File: src/fp_pkg.sv
package fp_pkg;

    ////////////////////////////////////////////////////////////
    // IEEE single precision layout
    ////////////////////////////////////////////////////////////

    // Full word width
    localparam int WORD_W = 32;

    // Biased exponent field
    localparam int EXP_W = 8;

    // Stored fraction, hidden bit not included
    localparam int SIG_W = 23;

    // Exponent bias for single precision
    localparam int EXP_BIAS = 127;

    // All-ones exponent marks infinity
    localparam int EXP_MAX = 255;

    ////////////////////////////////////////////////////////////
    // Field types
    ////////////////////////////////////////////////////////////

    // Packed word as {sign, exponent, fraction}
    typedef logic [WORD_W-1:0] fp_word_t;

    typedef logic [EXP_W-1:0] exp_t;

    typedef logic [SIG_W-1:0] sig_t;

    // Which operator produced a result
    typedef enum logic {
        SRC_ADD = 1'b0,
        SRC_MUL = 1'b1
    } src_t;

endpackage

File: src/fp_format_stage.sv
`timescale 1ns/1ps

module fp_format_stage (
    input  logic             overflow_flag,
    input  logic             underflow_flag,
    input  logic             sign,
    input  fp_pkg::exp_t     exp,
    input  fp_pkg::sig_t     sig,
    output fp_pkg::fp_word_t formatted_number
);

    // Selected exponent and fraction
    fp_pkg::exp_t exp_sel;
    fp_pkg::sig_t sig_sel;

    // Overflow checked first
    always_comb begin
        if (overflow_flag) begin
            // Infinity keeps the computed sign
            exp_sel = fp_pkg::exp_t'(fp_pkg::EXP_MAX);
            sig_sel = '0;
        end else if (underflow_flag) begin
            // Signed zero
            exp_sel = '0;
            sig_sel = '0;
        end else begin
            exp_sel = exp;
            sig_sel = sig;
        end
    end

    // Sign always passes through
    assign formatted_number = {sign, exp_sel, sig_sel};

endmodule

File: src/fp_add_sub.sv
`timescale 1ns/1ps

module fp_add_sub (
    input  logic             clk,
    input  logic             rst,
    input  logic             start,
    input  fp_pkg::fp_word_t a,
    input  fp_pkg::fp_word_t b,
    input  logic             sub,
    output logic             busy,
    output logic             req,
    input  logic             gnt,
    output logic             sign,
    output fp_pkg::exp_t     exp,
    output fp_pkg::sig_t     sig,
    output logic             ovf,
    output logic             unf
);

    // Operand fields after zero flush
    fp_pkg::exp_t            exp_a;
    fp_pkg::exp_t            exp_b;
    logic [fp_pkg::SIG_W:0]  man_a;
    logic [fp_pkg::SIG_W:0]  man_b;
    logic                    sign_b_eff;
    logic                    a_big;

    // Ordered operands
    fp_pkg::exp_t            big_exp;
    fp_pkg::exp_t            exp_diff;
    fp_pkg::exp_t            shamt;
    logic [fp_pkg::SIG_W:0]  big_man;
    logic [fp_pkg::SIG_W:0]  small_man;
    logic [2*fp_pkg::SIG_W+7:0] align_wide;
    logic [fp_pkg::SIG_W+3:0]   small_al;

    // Stage 1 registers
    logic                     s1_valid;
    logic                     s1_sign;
    logic                     s1_eff_sub;
    fp_pkg::exp_t             s1_exp;
    logic [fp_pkg::SIG_W+3:0] s1_big;
    logic [fp_pkg::SIG_W+3:0] s1_small;

    // Stage 2 datapath
    logic [fp_pkg::SIG_W+4:0]        sum;
    logic [fp_pkg::SIG_W+4:0]        norm;
    logic [4:0]                      lz;
    logic signed [fp_pkg::EXP_W+1:0] exp_calc;
    logic                            sum_zero;

    // Leading zeros of the raw sum
    function automatic logic [4:0] count_lz(input logic [fp_pkg::SIG_W+4:0] v);
        logic [4:0] n;
        logic       hit;
        n = '0;
        hit = 1'b0;
        for (int i = fp_pkg::SIG_W + 4; i >= 0; i--) begin
            if (v[i])
                hit = 1'b1;
            else if (!hit)
                n = n + 5'd1;
        end
        return n;
    endfunction

    ////////////////////////////////////////////////////////////
    // Stage 1 unpack, swap, align
    ////////////////////////////////////////////////////////////

    assign exp_a = a[fp_pkg::WORD_W-2 -: fp_pkg::EXP_W];
    assign exp_b = b[fp_pkg::WORD_W-2 -: fp_pkg::EXP_W];

    // Exponent 0 flushes to zero, hidden bit otherwise
    assign man_a = (exp_a == '0) ? '0 : {1'b1, a[fp_pkg::SIG_W-1:0]};
    assign man_b = (exp_b == '0) ? '0 : {1'b1, b[fp_pkg::SIG_W-1:0]};

    // Subtraction flips the sign of b
    assign sign_b_eff = b[fp_pkg::WORD_W-1] ^ sub;

    // Magnitude compare on exponent then significand
    assign a_big = {exp_a, man_a} >= {exp_b, man_b};

    assign big_exp   = a_big ? exp_a : exp_b;
    assign big_man   = a_big ? man_a : man_b;
    assign small_man = a_big ? man_b : man_a;
    assign exp_diff  = a_big ? (exp_a - exp_b) : (exp_b - exp_a);

    // Shifts past the extended width all land in sticky
    assign shamt = (exp_diff > fp_pkg::exp_t'(fp_pkg::SIG_W + 4)) ?
                   fp_pkg::exp_t'(fp_pkg::SIG_W + 4) : exp_diff;

    // Three extra bits below the lsb, then a catch area for sticky
    assign align_wide = {small_man, 3'b000, {(fp_pkg::SIG_W + 4){1'b0}}} >> shamt;

    assign small_al = {align_wide[2*fp_pkg::SIG_W+7:fp_pkg::SIG_W+5],
                       align_wide[fp_pkg::SIG_W+4] | (|align_wide[fp_pkg::SIG_W+3:0])};

    always_ff @(posedge clk) begin
        if (start) begin
            s1_sign    <= a_big ? a[fp_pkg::WORD_W-1] : sign_b_eff;
            s1_eff_sub <= a[fp_pkg::WORD_W-1] ^ sign_b_eff;
            s1_exp     <= big_exp;
            s1_big     <= {big_man, 3'b000};
            s1_small   <= small_al;
        end
    end

    ////////////////////////////////////////////////////////////
    // Stage 2 add, normalize, flags
    ////////////////////////////////////////////////////////////

    // big >= small so the difference never goes negative
    assign sum = s1_eff_sub ? ({1'b0, s1_big} - {1'b0, s1_small}) :
                              ({1'b0, s1_big} + {1'b0, s1_small});

    assign sum_zero = (sum == '0);
    assign lz       = count_lz(sum);
    assign norm     = sum << lz;

    // Carry out gives lz of 0 and bumps the exponent
    assign exp_calc = $signed({2'b00, s1_exp}) + $signed(10'sd1) - $signed({5'b00000, lz});

    always_ff @(posedge clk) begin
        if (s1_valid) begin
            if (sum_zero) begin
                // Cancellation lands on +0, zero plus zero keeps its sign
                sign <= s1_eff_sub ? 1'b0 : s1_sign;
                exp  <= '0;
                sig  <= '0;
                ovf  <= 1'b0;
                unf  <= 1'b0;
            end else begin
                sign <= s1_sign;
                exp  <= exp_calc[fp_pkg::EXP_W-1:0];
                // Truncate below the fraction
                sig  <= norm[fp_pkg::SIG_W+3:4];
                ovf  <= exp_calc >= fp_pkg::EXP_MAX;
                unf  <= exp_calc <= 0;
            end
        end
    end

    ////////////////////////////////////////////////////////////
    // Handshake control
    ////////////////////////////////////////////////////////////

    always_ff @(posedge clk) begin
        if (rst) begin
            s1_valid <= 1'b0;
            busy     <= 1'b0;
            req      <= 1'b0;
        end else begin
            s1_valid <= start;
            if (start)
                busy <= 1'b1;
            else if (gnt)
                busy <= 1'b0;
            // Request held until the arbiter answers
            if (s1_valid)
                req <= 1'b1;
            else if (gnt)
                req <= 1'b0;
        end
    end

    // No new operation while one is in flight
    a_no_start_busy: assert property (@(posedge clk) disable iff (rst) start |-> !busy);

    // Request holds until granted
    a_req_hold: assert property (@(posedge clk) disable iff (rst) req && !gnt |=> req);

endmodule

File: src/fp_mul.sv
`timescale 1ns/1ps

module fp_mul (
    input  logic             clk,
    input  logic             rst,
    input  logic             start,
    input  fp_pkg::fp_word_t a,
    input  fp_pkg::fp_word_t b,
    output logic             busy,
    output logic             req,
    input  logic             gnt,
    output logic             sign,
    output fp_pkg::exp_t     exp,
    output fp_pkg::sig_t     sig,
    output logic             ovf,
    output logic             unf
);

    // Unpacked operands
    fp_pkg::exp_t                    exp_a;
    fp_pkg::exp_t                    exp_b;
    logic [fp_pkg::SIG_W:0]          man_a;
    logic [fp_pkg::SIG_W:0]          man_b;
    logic signed [fp_pkg::EXP_W+1:0] exp_sum;

    // Stage 1 registers
    logic                            s1_valid;
    logic                            s1_sign;
    logic                            s1_zero;
    logic signed [fp_pkg::EXP_W+1:0] s1_exp;
    logic [2*fp_pkg::SIG_W+1:0]      s1_prod;

    // Stage 2 normalize
    logic                            prod_hi;
    logic signed [fp_pkg::EXP_W+1:0] exp_norm;
    fp_pkg::sig_t                    sig_norm;

    ////////////////////////////////////////////////////////////
    // Stage 1 exponent sum and significand product
    ////////////////////////////////////////////////////////////

    assign exp_a = a[fp_pkg::WORD_W-2 -: fp_pkg::EXP_W];
    assign exp_b = b[fp_pkg::WORD_W-2 -: fp_pkg::EXP_W];
    assign man_a = (exp_a == '0) ? '0 : {1'b1, a[fp_pkg::SIG_W-1:0]};
    assign man_b = (exp_b == '0) ? '0 : {1'b1, b[fp_pkg::SIG_W-1:0]};

    // Extended width holds both the negative and the over-range sum
    assign exp_sum = $signed({2'b00, exp_a}) + $signed({2'b00, exp_b}) -
                     $signed((fp_pkg::EXP_W + 2)'(fp_pkg::EXP_BIAS));

    always_ff @(posedge clk) begin
        if (start) begin
            s1_sign <= a[fp_pkg::WORD_W-1] ^ b[fp_pkg::WORD_W-1];
            s1_zero <= (exp_a == '0) || (exp_b == '0);
            s1_exp  <= exp_sum;
            s1_prod <= man_a * man_b;
        end
    end

    ////////////////////////////////////////////////////////////
    // Stage 2 one-position normalize and flags
    ////////////////////////////////////////////////////////////

    // Product of two 1.x values lies in [1, 4)
    assign prod_hi  = s1_prod[2*fp_pkg::SIG_W+1];
    assign exp_norm = s1_exp + $signed({{(fp_pkg::EXP_W + 1){1'b0}}, prod_hi});
    assign sig_norm = prod_hi ? s1_prod[2*fp_pkg::SIG_W:fp_pkg::SIG_W+1] :
                                s1_prod[2*fp_pkg::SIG_W-1:fp_pkg::SIG_W];

    always_ff @(posedge clk) begin
        if (s1_valid) begin
            sign <= s1_sign;
            exp  <= exp_norm[fp_pkg::EXP_W-1:0];
            sig  <= sig_norm;
            // zero operand rides the underflow path
            ovf  <= !s1_zero && (exp_norm >= fp_pkg::EXP_MAX);
            unf  <= s1_zero || (exp_norm <= 0);
        end
    end

    // Busy and request follow the adder handshake
    always_ff @(posedge clk) begin
        if (rst) begin
            s1_valid <= 1'b0;
            busy     <= 1'b0;
            req      <= 1'b0;
        end else begin
            s1_valid <= start;
            if (start)
                busy <= 1'b1;
            else if (gnt)
                busy <= 1'b0;
            if (s1_valid)
                req <= 1'b1;
            else if (gnt)
                req <= 1'b0;
        end
    end

    // Single operation in flight
    a_no_start_busy: assert property (@(posedge clk) disable iff (rst) start |-> !busy);

endmodule

File: src/fp_result_arbiter.sv
`timescale 1ns/1ps

module fp_result_arbiter (
    input  logic             clk,
    input  logic             rst,
    input  logic             add_req,
    output logic             add_gnt,
    input  logic             add_sign,
    input  fp_pkg::exp_t     add_exp,
    input  fp_pkg::sig_t     add_sig,
    input  logic             add_ovf,
    input  logic             add_unf,
    input  logic             mul_req,
    output logic             mul_gnt,
    input  logic             mul_sign,
    input  fp_pkg::exp_t     mul_exp,
    input  fp_pkg::sig_t     mul_sig,
    input  logic             mul_ovf,
    input  logic             mul_unf,
    output fp_pkg::fp_word_t result,
    output fp_pkg::src_t     result_src,
    output logic             result_valid
);

    // Peer favored on a tie
    fp_pkg::src_t     prio;
    fp_pkg::src_t     sel;

    // Granted fields into the packer
    logic             f_sign;
    fp_pkg::exp_t     f_exp;
    fp_pkg::sig_t     f_sig;
    logic             f_ovf;
    logic             f_unf;
    fp_pkg::fp_word_t packed_word;

    ////////////////////////////////////////////////////////////
    // Round-robin grant
    ////////////////////////////////////////////////////////////

    assign add_gnt = add_req && (!mul_req || prio == fp_pkg::SRC_ADD);
    assign mul_gnt = mul_req && (!add_req || prio == fp_pkg::SRC_MUL);

    assign sel = mul_gnt ? fp_pkg::SRC_MUL : fp_pkg::SRC_ADD;

    // Field mux
    assign f_sign = mul_gnt ? mul_sign : add_sign;
    assign f_exp  = mul_gnt ? mul_exp  : add_exp;
    assign f_sig  = mul_gnt ? mul_sig  : add_sig;
    assign f_ovf  = mul_gnt ? mul_ovf  : add_ovf;
    assign f_unf  = mul_gnt ? mul_unf  : add_unf;

    fp_format_stage u_fmt (
        .overflow_flag    (f_ovf),
        .underflow_flag   (f_unf),
        .sign             (f_sign),
        .exp              (f_exp),
        .sig              (f_sig),
        .formatted_number (packed_word)
    );

    // Pointer moves to the peer not served
    always_ff @(posedge clk) begin
        if (rst) begin
            prio         <= fp_pkg::SRC_ADD;
            result_valid <= 1'b0;
        end else begin
            result_valid <= add_gnt || mul_gnt;
            if (add_gnt)
                prio <= fp_pkg::SRC_MUL;
            else if (mul_gnt)
                prio <= fp_pkg::SRC_ADD;
        end
    end

    // Output word and source
    always_ff @(posedge clk) begin
        if (add_gnt || mul_gnt) begin
            result     <= packed_word;
            result_src <= sel;
        end
    end

    // One grant per cycle
    a_one_gnt: assert property (@(posedge clk) disable iff (rst) !(add_gnt && mul_gnt));

    // A held request that lost is served next cycle
    a_add_next: assert property (@(posedge clk) disable iff (rst)
        add_req && !add_gnt |=> add_gnt);
    a_mul_next: assert property (@(posedge clk) disable iff (rst)
        mul_req && !mul_gnt |=> mul_gnt);

endmodule

File: src/fp_unit_top.sv
`timescale 1ns/1ps

module fp_unit_top (
    input  logic             clk,
    input  logic             rst,
    input  logic             add_start,
    input  fp_pkg::fp_word_t add_a,
    input  fp_pkg::fp_word_t add_b,
    input  logic             add_sub,
    output logic             add_busy,
    input  logic             mul_start,
    input  fp_pkg::fp_word_t mul_a,
    input  fp_pkg::fp_word_t mul_b,
    output logic             mul_busy,
    output fp_pkg::fp_word_t result,
    output fp_pkg::src_t     result_src,
    output logic             result_valid
);

    // Adder to arbiter
    logic         add_req;
    logic         add_gnt;
    logic         add_sign;
    fp_pkg::exp_t add_exp;
    fp_pkg::sig_t add_sig;
    logic         add_ovf;
    logic         add_unf;

    // Multiplier to arbiter
    logic         mul_req;
    logic         mul_gnt;
    logic         mul_sign;
    fp_pkg::exp_t mul_exp;
    fp_pkg::sig_t mul_sig;
    logic         mul_ovf;
    logic         mul_unf;

    fp_add_sub u_add (
        .clk   (clk),
        .rst   (rst),
        .start (add_start),
        .a     (add_a),
        .b     (add_b),
        .sub   (add_sub),
        .busy  (add_busy),
        .req   (add_req),
        .gnt   (add_gnt),
        .sign  (add_sign),
        .exp   (add_exp),
        .sig   (add_sig),
        .ovf   (add_ovf),
        .unf   (add_unf)
    );

    fp_mul u_mul (
        .clk   (clk),
        .rst   (rst),
        .start (mul_start),
        .a     (mul_a),
        .b     (mul_b),
        .busy  (mul_busy),
        .req   (mul_req),
        .gnt   (mul_gnt),
        .sign  (mul_sign),
        .exp   (mul_exp),
        .sig   (mul_sig),
        .ovf   (mul_ovf),
        .unf   (mul_unf)
    );

    // Shared packing path
    fp_result_arbiter u_arb (
        .clk          (clk),
        .rst          (rst),
        .add_req      (add_req),
        .add_gnt      (add_gnt),
        .add_sign     (add_sign),
        .add_exp      (add_exp),
        .add_sig      (add_sig),
        .add_ovf      (add_ovf),
        .add_unf      (add_unf),
        .mul_req      (mul_req),
        .mul_gnt      (mul_gnt),
        .mul_sign     (mul_sign),
        .mul_exp      (mul_exp),
        .mul_sig      (mul_sig),
        .mul_ovf      (mul_ovf),
        .mul_unf      (mul_unf),
        .result       (result),
        .result_src   (result_src),
        .result_valid (result_valid)
    );

endmodule

File: config.mk
export PLATFORM = sky130hd
export DESIGN_NAME = fp_unit_top
export DESIGN_NICKNAME = d
export VERILOG_FILES = /design/src/fp_pkg.sv /design/src/fp_format_stage.sv /design/src/fp_add_sub.sv /design/src/fp_mul.sv /design/src/fp_result_arbiter.sv /design/src/fp_unit_top.sv
export SDC_FILE = /design/constraint.sdc
export NUM_CORES = 2
export LEC_CHECK = 0
export BUFFER_PORTS_ARGS = -buffer_cell sky130_fd_sc_hd__buf_2
export CORE_MARGIN = 2
export CORE_UTILIZATION = 50
export DETAILED_ROUTE_END_ITERATION = 8
export PLACE_DENSITY = 0.71
export SLEW_MARGIN = 20
export SYNTH_ARGS = -nofsm -noshare
export SYNTH_HDL_FRONTEND = slang
export SYNTH_SLANG_ARGS = --single-unit
export TNS_END_PERCENT = 20
File: constraint.sdc
create_clock -name clk -period 22 [get_ports clk]
set_input_delay 0 -clock clk [delete_from_list [all_inputs] [get_ports clk]]
set_output_delay 0 -clock clk [all_outputs]
set_load 0.03 [all_outputs]
==> results.md <==
- Via density: 5.91
- Avg Inst Size Synth: between 8 and 9 sq um
- Clk pin slew, worst setup/hold paths: roughly 0.06 ns
- Multi-input gate area: ~28000 sq um
- Worst path slowest cell: or4_1
- Synth async-reset ratio: 0%
- Clock power frac: around 5.2%
- Crit path kind: flip-flop to flip-flop
- Setup crit end kind: flip-flop
- Required @ worst endpoint: around 22 ns
- Main flop type after synthesis: edfxtp_1
- Global routing usage on met2: between 40% and 50%
- P_sw: about 3.4 mW
- Placed cells: roughly 5200
- Total of max-cap violations: 0
- Post-synth cell types: ~110
- Synth Warn #: 0
- Register area: 6140 sq um
- Worst reg-to-reg setup slack: 1.07 ns
- CP endpoint: u_add.ovf
- CTS tree: done
- CTS max path bufs: 3
- Sink Count: 207
- DRT Wirelength: 108000 um
- Top Usage Layer GRT: met2
- Status: finished clean
- Core ar.: 74200 sq um
- Critical R2R Capture: u_add.ovf
- Global route overflow: 0
- Cell mode on critical path: ha_1
- Vert. Die Dim: approximately 280 um
- Post-synth EDFFs: just under 200
- Max-slew headroom: between 20 and 30%
- Via count: about 31000
- Worst min-delay path class: input port to flip-flop
- RR Startpoint: u_add.s1_big[12]
- CTS H-tree lvls: 1
- Slew @ Worst Pin: around 1.1 ns
- Dpl ws: around 0.058 ns
- FILL cells: roughly 6700
- Largest net degree at the start of global routing: roughly 190
- Switching Share: 51.0%
- DRT iter0 DRCs: between 2000 and 3000
- Reg2Reg Depth: roughly 110
- DRC: 0
- Mapped cell area: around 37000 sq um
- Final Setup Violations: 0
- Synth Instances: approximately 4300
- Port bufs: approximately 170
- Crit-path max cell delay: roughly 0.53 ns
- # rows: 100
- CP arrival: approximately 21 ns
- M3 GR Usage: 2.83%
- Leak Pwr: approximately 19 nW
- Vias in the first global route: just over 30000
- Worst-path maximum fanout: 10
- Pwr Density: between 150 and 200 nW/um^2
- Clock latency on the worst-skew pair: 0.53 ns
- Max Slew Vio Count: 0
- DPL Wire Length: roughly 84000 um
- Final Net Count: 5249
- IO Pins: around 170
- GR met1 Demand/Resource: between 30 and 40%
- Initial DRT Pass Iterations: 6
- Period utilization: a little over nine tenths
- Register share of total power: 11.9%
- Antenna viol nets, final: 0
- Syn Nets: 5223
- Worst vdd ir: just under 400 uV
- Final GP Congestion: between 0.9 and 1
- Min cycle time layout: roughly 21 ns
- Startpoint Class: flip-flop
- Worst Setup SP: u_add.s1_big[12]
- Synth-to-layout area growth: 7.41%
- Post-layout util: a little over half
- Tot Pwr: 6.75 mW
- Comb pwr share: 82.9%
- Seq cells post-synth: slightly above 200
- Layout Skew: about 0.017 ns
- Final hold violation count: 0
- Most common cell after layout, fill and taps aside: inv_1
- First-pass GRT wire length: 173000 um
- Int Power: about 3.3 mW
- WL per Instance: approximately 20 um
- Die width: roughly 280 um
- Gr usage total: about 28%
- Fmax: ~48 MHz
- Initial antenna violation count: 2
- Root Driver: clkbuf_16
- Commonest non-fill, non-tap cells in the layout: 598 x inv_1, 568 x nand2_1, 486 x fa_1, 293 x ha_1, 254 x nor2_1
- Starting Density: between 50% and 60%
- Setup total negative slack: 0 ns
- Die Area: slightly below 80000 sq um
- Share of layout cells above drive strength 1: 9.87%
- Sequential area share after synthesis: ~16%
- Final setup margin: 1.07 ns
- TritonCTS buffer count: 20
- Post-Layout Cell Count: 5306
[final cells by class]
type,count,area share (%)
Tap cell,969,3.02
Timing Repair Buffer,240,3.54
Antenna cell,2,0.0125
Sequential cell,207,15.3
Inverter,604,5.65
Clock inverter,6,0.190
Multi-Input combinational cell,3249,70.8
Clock buffer,29,1.48
[state kept, by name, summed over array words and instances, names as in the netlist, 8 cells and up]
register	flops
u_add.exp	8
u_mul.s1_prod	25
u_mul.exp	8
u_mul.sig	23
u_mul.s1_exp	10
u_add.sig	23
u_add.s1_small	27
u_add.s1_big	24
u_arb.result	32
u_add.s1_exp	8
[synth_stat cells, drive strengths merged (13+ instances only)]
| cell type | count | area (sq um) |
|---|---|---|
| inv | 600 | 2250 |
| nand2 | 570 | 2140 |
| fa | 486 | 9730 |
| ha | 308 | 3850 |
| nor2 | 264 | 1010 |
| and3 | 212 | 1330 |
| clkbuf | 199 | 747 |
| edfxtp | 199 | 5980 |
| a21oi | 183 | 923 |
| nand3 | 158 | 803 |
| o21ai | 144 | 728 |
| xnor2 | 97 | 917 |
| and2 | 89 | 557 |
| mux2i | 73 | 731 |
| nor3 | 61 | 322 |
| a21o | 52 | 390 |
| mux2 | 49 | 556 |
| a211oi | 41 | 353 |
| buf | 37 | 194 |
| nor2b | 34 | 213 |
| xor2 | 30 | 278 |
| nand4 | 24 | 150 |
| o22ai | 24 | 150 |
| o21bai | 23 | 173 |
| nand2b | 21 | 131 |
| nor4 | 21 | 153 |
| o211ai | 21 | 163 |
| a31oi | 20 | 131 |
| nand3b | 18 | 135 |
| o21a | 18 | 135 |
| a211o | 17 | 149 |
| or3 | 15 | 93.8 |
| o31ai | 13 | 97.6 |
[power groups by stage]
stage	Clock, mW	Sequential, mW	Combinational, mW
6_report	0.352	0.804	5.60
5_1_grt	0.369	0.811	6.32
4_1_cts	0.357	0.804	5.54
3_5_place_dp	0	0.811	5.46
3_3_place_gp	0	0.807	5.37
2_1_floorplan	0	0.796	3.97
[cells by family (layout without fill, tap and decap cells)]
kind of cell               count (synthesis)  in the layout  synth area share, %
other                                      0              2                    0
xor gates and xnor gates                 133            133                 3.57
muxes                                    122            122                 3.44
and+or+nand+nor                         1534           1534                 19.9
buffers and inverters                    840            879                 8.58
adders and majority gates                799            799                 36.5
AOI/OAI and AO/OA                        661            661                 11.7
DFF                                      207            207                 16.4
[through the flow]
| step | hold WS [ns] | instance area, sq um |
|---|---|---|
| floorplan | 0.0691 | 37400 |
| global placement | 0.288 | 38900 |
| detailed placement | 0.289 | 38900 |
| CTS | 0.00760 | 39700 |
| global route | 0.0221 | 40200 |
| finish | 0.0181 | 40200 |
[worst min-delay path by stage]
stage	start	to	slack (ns)	cells past startpoint
2_1_floorplan	rst	u_arb.prio	0.07	1
3_3_place_gp	rst	u_arb.prio	0.29	2
3_5_place_dp	rst	u_arb.prio	0.29	2
4_1_cts	add_a[24]	u_add.s1_exp[1]	0.008	3
5_1_grt	mul_b[24]	u_mul.s1_exp[1]	0.02	3
6_report	mul_b[30]	u_mul.s1_exp[8]	0.02	4
[repair_timing]
item | CTS | global route
hold buffers | 11 | 0
endpoints found under the setup margin | 1 | 31
resized for setup | 3 | 65
pin swaps | 0 | 27
hold endpoints to repair | 14 | 0
setup buffers | 0 | 15
[worst max-delay path: cells and delay by family (launching register included)]
family | cells | cell delay [ns]
AOI/OAI and AO/OA | 27 | 4.64
adders and majority gates | 27 | 7.98
and+or+nand+nor | 36 | 5.00
buffers and inverters | 4 | 0.30
xor gates and xnor gates | 3 | 0.46
muxes | 11 | 2.00
DFF | 1 | 0.40
[layer usage]
layer,share of wire (%),wire [um]
met2,47,50300
met3,7.9,8540
met5,0.0093,10
met4,3.5,3810
met1,42,45200
Note: power is estimated with default switching activity, not from simulation.
